[config.mk]
export PLATFORM = sky130hd
export DESIGN_NAME = wb_merge_top
export DESIGN_NICKNAME = d
export VERILOG_FILES = /design/src/rtl/wb_pkg.sv /design/src/rtl/wb_merge_top.sv /design/src/rtl/wb_skid_buffer.sv /design/src/rtl/fair_2way_arbiter.sv /design/src/rtl/result_queue.sv
export SDC_FILE = /design/constraint.sdc
export NUM_CORES = 1
export LEC_CHECK = 0
export BUFFER_PORTS_ARGS = -buffer_cell sky130_fd_sc_hd__buf_2
export CORE_ASPECT_RATIO = 2
export CORE_MARGIN = 3
export CORE_UTILIZATION = 52
export CTS_CLUSTER_SIZE = 10
export DETAILED_ROUTE_END_ITERATION = 6
export HOLD_SLACK_MARGIN = 0.1
export PLACE_DENSITY = 0.81
export SETUP_SLACK_MARGIN = 0.15
export SLEW_MARGIN = 20
export SYNTH_ARGS = -nofsm -noshare
export SYNTH_HDL_FRONTEND = slang
export SYNTH_SLANG_ARGS = --single-unit
[constraint.sdc]
create_clock -name clk_i -period 5.61 [get_ports clk_i]
set_input_delay 0.561 -clock clk_i [delete_from_list [all_inputs] [get_ports clk_i]]
set_output_delay 0.561 -clock clk_i [all_outputs]
set_load 0.02 [all_outputs]
[src/rtl/wb_pkg.sv]
package wb_pkg;

    // ----------------------------------------------------------------------
    // Field widths
    // ----------------------------------------------------------------------

    // Architectural register file index
    localparam int unsigned REG_IDX_W = 5;
    // Machine word
    localparam int unsigned XLEN      = 32;
    // Reorder buffer slot id
    localparam int unsigned ROB_TAG_W = 4;

    typedef logic [REG_IDX_W-1:0] reg_idx_t;
    typedef logic [XLEN-1:0]      xlen_word_t;
    typedef logic [ROB_TAG_W-1:0] rob_tag_t;

    // One result from an execution unit, 41 bits
    typedef struct packed {
        rob_tag_t   tag;
        reg_idx_t   rd;
        xlen_word_t value;
    } wb_result_t;

    // ----------------------------------------------------------------------
    // Input queue sizing
    // ----------------------------------------------------------------------

    // Entries per source queue
    localparam int unsigned QUEUE_DEPTH = 2;
    // Slot pointer and occupancy counter widths
    localparam int unsigned QPTR_W = (QUEUE_DEPTH > 1) ? $clog2(QUEUE_DEPTH) : 1;
    localparam int unsigned QCNT_W = $clog2(QUEUE_DEPTH + 1);

    typedef logic [QPTR_W-1:0] qptr_t;
    typedef logic [QCNT_W-1:0] qcnt_t;

endpackage
[src/rtl/wb_merge_top.sv]
`timescale 1ns/1ps

module wb_merge_top (
    input  logic               clk_i,
    input  logic               rst_n_i,

    // Execution unit A
    input  logic               a_valid_i,
    output logic               a_ready_o,
    input  wb_pkg::wb_result_t a_result_i,

    // Execution unit B
    input  logic               b_valid_i,
    output logic               b_ready_o,
    input  wb_pkg::wb_result_t b_result_i,

    // Register file writeback port
    output logic               wb_valid_o,
    input  logic               wb_ready_i,
    output wb_pkg::wb_result_t wb_result_o
);
    import wb_pkg::*;

    // ----------------------------------------------------------------------
    // Queue heads into the arbiter
    // ----------------------------------------------------------------------
    logic       qa_valid;
    logic       qa_ready;
    wb_result_t qa_data;
    logic       qb_valid;
    logic       qb_ready;
    wb_result_t qb_data;

    // Arbiter to skid stage
    logic       arb_valid;
    logic       arb_ready;
    wb_result_t arb_data;

    result_queue u_queue_a (
        .clk_i        (clk_i),
        .rst_n_i      (rst_n_i),
        .push_valid_i (a_valid_i),
        .push_ready_o (a_ready_o),
        .push_data_i  (a_result_i),
        .pop_valid_o  (qa_valid),
        .pop_ready_i  (qa_ready),
        .pop_data_o   (qa_data)
    );

    result_queue u_queue_b (
        .clk_i        (clk_i),
        .rst_n_i      (rst_n_i),
        .push_valid_i (b_valid_i),
        .push_ready_o (b_ready_o),
        .push_data_i  (b_result_i),
        .pop_valid_o  (qb_valid),
        .pop_ready_i  (qb_ready),
        .pop_data_o   (qb_data)
    );

    fair_2way_arbiter #(
        .DATA_T (wb_result_t)
    ) u_arb (
        .clk_i     (clk_i),
        .rst_n_i   (rst_n_i),
        .valid_a_i (qa_valid),
        .valid_b_i (qb_valid),
        .ready_i   (arb_ready),
        .valid_o   (arb_valid),
        .ready_a_o (qa_ready),
        .ready_b_o (qb_ready),
        .data_a_i  (qa_data),
        .data_b_i  (qb_data),
        .data_o    (arb_data)
    );

    // Output stage, registered ready back to the arbiter
    wb_skid_buffer u_skid (
        .clk_i       (clk_i),
        .rst_n_i     (rst_n_i),
        .in_valid_i  (arb_valid),
        .in_ready_o  (arb_ready),
        .in_data_i   (arb_data),
        .out_valid_o (wb_valid_o),
        .out_ready_i (wb_ready_i),
        .out_data_o  (wb_result_o)
    );

endmodule

[src/rtl/wb_skid_buffer.sv]
`timescale 1ns/1ps

module wb_skid_buffer (
    input  logic               clk_i,
    input  logic               rst_n_i,

    // Upstream
    input  logic               in_valid_i,
    output logic               in_ready_o,
    input  wb_pkg::wb_result_t in_data_i,

    // Writeback port
    output logic               out_valid_o,
    input  logic               out_ready_i,
    output wb_pkg::wb_result_t out_data_o
);
    import wb_pkg::*;

    // Main stage drives the port, skid catches the overflow
    wb_result_t main_q;
    wb_result_t skid_q;
    logic       main_valid_q;
    logic       skid_valid_q;
    // Registered ready, low only with both stages full
    logic       in_ready_q;

    logic push;
    logic pop;

    assign push = in_valid_i && in_ready_q;
    assign pop  = main_valid_q && out_ready_i;

    assign in_ready_o  = in_ready_q;
    assign out_valid_o = main_valid_q;
    assign out_data_o  = main_q;

    // Occupancy and ready flags
    always_ff @(posedge clk_i or negedge rst_n_i) begin
        if (!rst_n_i) begin
            main_valid_q <= 1'b0;
            skid_valid_q <= 1'b0;
            in_ready_q   <= 1'b1;
        end else begin
            if (pop && skid_valid_q) begin
                // Skid drains into main, no push possible while full
                skid_valid_q <= 1'b0;
                in_ready_q   <= 1'b1;
            end else if (pop) begin
                // Main refilled only by a push
                main_valid_q <= push;
            end else if (push && main_valid_q) begin
                // Port stalled, input parks in skid
                skid_valid_q <= 1'b1;
                in_ready_q   <= 1'b0;
            end else if (push) begin
                main_valid_q <= 1'b1;
            end
        end
    end

    // Payload moves
    always_ff @(posedge clk_i) begin
        if (pop && skid_valid_q) begin
            main_q <= skid_q;
        end else if (push && (pop || !main_valid_q)) begin
            main_q <= in_data_i;
        end
        if (push && main_valid_q && !pop) begin
            skid_q <= in_data_i;
        end
    end

endmodule

[src/rtl/fair_2way_arbiter.sv]
`timescale 1ns/1ps

module fair_2way_arbiter #(
    parameter type DATA_T = logic
) (
    input  logic  clk_i,
    input  logic  rst_n_i,

    // Handshake
    input  logic  valid_a_i,
    input  logic  valid_b_i,
    input  logic  ready_i,
    output logic  valid_o,
    output logic  ready_a_o,
    output logic  ready_b_o,

    // Payload
    input  DATA_T data_a_i,
    input  DATA_T data_b_i,
    output DATA_T data_o
);
    // Set when A took the most recent conflict
    logic a_won_last_q;
    // Source picked this cycle
    logic sel_a;
    logic conflict;

    assign conflict = valid_a_i && valid_b_i;

    // ----------------------------------------------------------------------
    // Source selection
    // ----------------------------------------------------------------------
    always_comb begin
        // Lone B, or B's turn on a conflict
        if (conflict) begin
            sel_a = ~a_won_last_q;
        end else begin
            sel_a = ~valid_b_i;
        end
    end

    // Grants only with downstream room
    assign ready_a_o = ready_i && valid_a_i && sel_a;
    assign ready_b_o = ready_i && valid_b_i && !sel_a;

    // Either source has something pending
    assign valid_o = valid_a_i || valid_b_i;

    // Payload follows the pick, independent of ready_i
    assign data_o = sel_a ? data_a_i : data_b_i;

    // ----------------------------------------------------------------------
    // Conflict history
    // ----------------------------------------------------------------------
    // Cleared so A wins the first conflict
    always_ff @(posedge clk_i or negedge rst_n_i) begin
        if (!rst_n_i) begin
            a_won_last_q <= 1'b0;
        end else if (conflict && ready_i) begin
            a_won_last_q <= ~a_won_last_q;
        end
    end

endmodule

[src/rtl/result_queue.sv]
`timescale 1ns/1ps

module result_queue (
    input  logic               clk_i,
    input  logic               rst_n_i,

    // Execution unit side
    input  logic               push_valid_i,
    output logic               push_ready_o,
    input  wb_pkg::wb_result_t push_data_i,

    // Arbiter side
    output logic               pop_valid_o,
    input  logic               pop_ready_i,
    output wb_pkg::wb_result_t pop_data_o
);
    import wb_pkg::*;

    // Storage slots, payload only
    wb_result_t mem_q [QUEUE_DEPTH];

    qptr_t wr_ptr_q;
    qptr_t rd_ptr_q;
    qcnt_t count_q;

    logic push;
    logic pop;

    // ----------------------------------------------------------------------
    // Handshake
    // ----------------------------------------------------------------------

    // Something to show as soon as one entry is held
    assign pop_valid_o  = (count_q != '0);
    // A pop on a full queue frees the slot at the same edge
    assign push_ready_o = (count_q != qcnt_t'(QUEUE_DEPTH)) || pop_ready_i;

    assign push = push_valid_i && push_ready_o;
    assign pop  = pop_valid_o && pop_ready_i;

    // Head entry goes straight out
    assign pop_data_o = mem_q[rd_ptr_q];

    // ----------------------------------------------------------------------
    // Pointers and occupancy
    // ----------------------------------------------------------------------
    always_ff @(posedge clk_i or negedge rst_n_i) begin
        if (!rst_n_i) begin
            wr_ptr_q <= '0;
            rd_ptr_q <= '0;
            count_q  <= '0;
        end else begin
            // Circular wrap at the last slot
            if (push) begin
                wr_ptr_q <= (wr_ptr_q == qptr_t'(QUEUE_DEPTH - 1)) ? '0 : wr_ptr_q + 1'b1;
            end
            if (pop) begin
                rd_ptr_q <= (rd_ptr_q == qptr_t'(QUEUE_DEPTH - 1)) ? '0 : rd_ptr_q + 1'b1;
            end
            // Count moves only when exactly one side fires
            case ({push, pop})
                2'b10:   count_q <= count_q + 1'b1;
                2'b01:   count_q <= count_q - 1'b1;
                default: count_q <= count_q;
            endcase
        end
    end

    // Slot write
    always_ff @(posedge clk_i) begin
        if (push) begin
            mem_q[wr_ptr_q] <= push_data_i;
        end
    end

endmodule

==> impl_metrics.yaml <==
run_status:
  status: "finished clean"
grt:
  grt_pass1_wl_um: 33900
  grt_overflow: 0
  antenna_found_initial: 1
  track_usage: 0.197
  grt_max_degree: 84
  grt_pass1_vias: 6115
cts:
  cts-root-buf: "clkbuf_16"
  cts_made_buffers: 29
  htree_num_levels: 1
  postCtsSetupBuffers: 0
  clock_path_buffers: 3
  cts_resized: 0
  hold_buffers: 1
  clkSinkCount: 258
  clk_latency_ns: 0.53
  cts_tree: "done"
  clk_pin_slew_ns: 0.06
routing:
  ant_nets: 0
  viasPerCell: 5.64
  dr_total_vias: 5986
  routed_wirelength_um: 22100
  drt_iter0_drc: 381
  route.detailed.wl_per_inst_um: 20.8
  drc: 0
  dr.pass1.iters: 5
sta:
  layout_min_cycle_time_ns: 2.73
  setup_viol_count_final: 0
  period_share: 0.486
  fin_worst_skew_ns: 0.00998
  worst_pin_slew_ns: 1.08
  rsz0062_at_grt: "false"
  fmax_mhz: 367
  finalHoldViolCount: 0
  slew_violations: 0
  fin_setup_tns_ns: 0
  slew_headroom: 0.281
yosys:
  synth.ff_latch_count: 258
  synth_warnings: 0
  syn_inst: 647
  yosys.area.top_type: "edfxtp_1"
  synth_fp_nets: 736
  ys_seq_area_frac: 0.718
  avgSynthCellArea_um2: 16.5
  synthTopCellsByArea: "edfxtp_1, mux2i_1, o211a_1"
  netlist_area_mm2: 0.0107
  synth_top_area_frac: 0.690
  ys_types: 37
layout:
  fillerInstances: 1474
  syn_to_final_growth_pct: 15.6
  multiInputGateArea_mm2: 0.00275
  post-route-util: 0.616
  final_area_mm2: 0.0124
  regArea_mm2: 0.00769
  fin_nets: 866
  layout-drive-gt1-share: 0.234
worst_setup_path:
  crit_arrival_ns: 2.17
  cpPeakStageDelay_ns: 0.50
  cp-end-kind: "output port"
  cp_max_fo: 8
  critPathSlowestCell: "dfrtp_1"
  cp_num_buf_inv: 2
  start_kind: "flop"
  path_delay_family: "flip-flops"
  cp.required_ns: 5.05
  path_class: "reg -> out"
  cp_cell_sequence: "nand2b_1 > a21oi_1 > inv_1 > buf_2"
run:
  drv_cap: 0
die:
  core_mm2: 0.0201
  start_util: 0.533
  fp.dieArea_mm2: 0.0225
  row_count: 73
  die_x_um: 107
  die_h_um: 209
  io_pins: 131
pwr:
  p_leak_nw: 4.83
  power_density_mw_per_mm2: 616
  ir_drop_v: 0.000371
worst_hold_path:
  hold_class: "in -> reg"
placed_design:
  postPlaceCellArea_mm2: 0.0115
  hpwlAfterDp_um: 13600
  place_congestion: 0.806
  portBuffers: 130
## placed cells by master (no fill, tap or decap), types with 2 or more instances in the layout
master | Yosys | layout
and3_2 | 0 | 2
buf_2 | 15 | 130
buf_4 | 0 | 10
clkbuf_1 | 18 | 23
clkbuf_16 | 0 | 29
dfrtp_1 | 11 | 9
dfrtp_2 | 0 | 2
edfxtp_1 | 246 | 246
ha_1 | 2 | 2
inv_1 | 7 | 7
mux2i_1 | 123 | 123
nand2_1 | 45 | 45
nand2b_1 | 45 | 45
nand4_1 | 41 | 41
nor2_1 | 6 | 4
nor2_4 | 0 | 2
nor2b_1 | 2 | 2
o211a_1 | 41 | 41
o211ai_1 | 2 | 2
o21ai_0 | 4 | 4
xnor2_1 | 6 | 6
xor2_1 | 3 | 3
## logic make-up (layout without fill, tap and decap cells)
kind of cell | after synthesis | count (layout) | synth area share
buf+inv | 50 | 202 | 0.0310
compound gates | 58 | 58 | 0.0513
other cells | 0 | 1 | 0
mux | 123 | 123 | 0.115
simple gates | 147 | 147 | 0.0750
fa+ha+maj | 2 | 2 | 0.00234
xor+xnor | 9 | 9 | 0.00736
flops | 258 | 258 | 0.718
## cells in the mapped netlist
cell	n
clkbuf_1	18
o21ai_0	4
a21boi_1	1
nor2_1	6
mux2i_1	123
a211o_1	1
edfxtp_1	246
a2bb2oi_1	2
nand2_1	45
nand3_1	1
inv_1	7
nor2b_1	2
o41ai_2	1
dfstp_2	1
o21ba_4	1
o221ai_1	1
buf_12	4
buf_6	2
and3_1	2
nor2_8	1
o21ai_1	1
dfrtp_1	11
a21o_1	1
o211ai_1	2
nand2b_1	45
ha_1	2
a21oi_1	1
nor3_1	2
o211a_1	41
buf_8	4
nor3b_1	1
o21bai_2	1
xor2_1	3
nand4_1	41
xnor2_1	6
buf_2	15
or2_1	1
## worst register-to-register path, stage by stage, from the launching register on
cell     delay (ns)
dfrtp_1        0.50
o21ba_4        0.30
nor2_8         0.59
buf_4          0.63
mux2i_1        0.18
## final timing paths
check / cells after the start / slack [ns] / to / from
worst max-delay path: 4 / 2.88 / a_ready_o / u_queue_a.count_q[0]
min in group asynchronous: 2 / 0.44 / u_skid.out_valid_o / rst_n_i
worst min-delay path: 1 / 0.22 / u_queue_a.mem_q[1][5] / a_result_i[5]
max in group asynchronous: 2 / 4.88 / u_skid.in_ready_o / rst_n_i
worst max register to register: 4 / 3.13 / u_skid.skid_q[36] / u_queue_a.count_q[0]
worst min register to register: 2 / 0.53 / u_queue_a.wr_ptr_q / u_queue_a.wr_ptr_q
## power breakdown
part           switching [mW]  internal [mW]  total, mW
sequential              0.256           2.99       3.25
combinational            1.70           1.03       2.73
clock                   0.673          0.977       1.65
## through the flow
stage	setup slack, ns	std cells	hold slack (ns)	total power, mW
2_1_floorplan	1.20	647	0.265	5.37
3_3_place_gp	3.22	1006	0.457	5.92
3_5_place_dp	3.14	1006	0.462	6.00
4_1_cts	2.90	1060	0.187	7.67
5_1_grt	2.83	1062	0.196	8.00
6_report	2.88	1062	0.215	7.62
## state kept, by name (all words and copies together), names as in the netlist, 2 cells and up
signal and cells:
u_queue_a.mem_q 82, u_queue_b.mem_q 82, u_skid.out_data_o 41, u_skid.skid_q 41, u_queue_a.count_q 2, u_queue_b.count_q 2
## layout make-up
| class | count | area share |
|---|---|---|
| multi-input combinational | 339 | 0.222 |
| timing repair buffer | 142 | 0.0610 |
| sequential | 258 | 0.621 |
| antenna | 1 | 0.000202 |
| tap | 262 | 0.0265 |
| inverter | 7 | 0.00212 |
| clock buffer | 53 | 0.0667 |
## per-layer routing
metal / GRT usage / up-vias / wire, µm
li1: - / 2775 / -
met4: 0.111 / 0 / 1200
met1: 0.229 / 2959 / 8010
met5: 0 / - / 0
met3: 0.0235 / 62 / 1050
met2: 0.349 / 190 / 11800
Note: power is estimated with default switching activity, not from simulation.
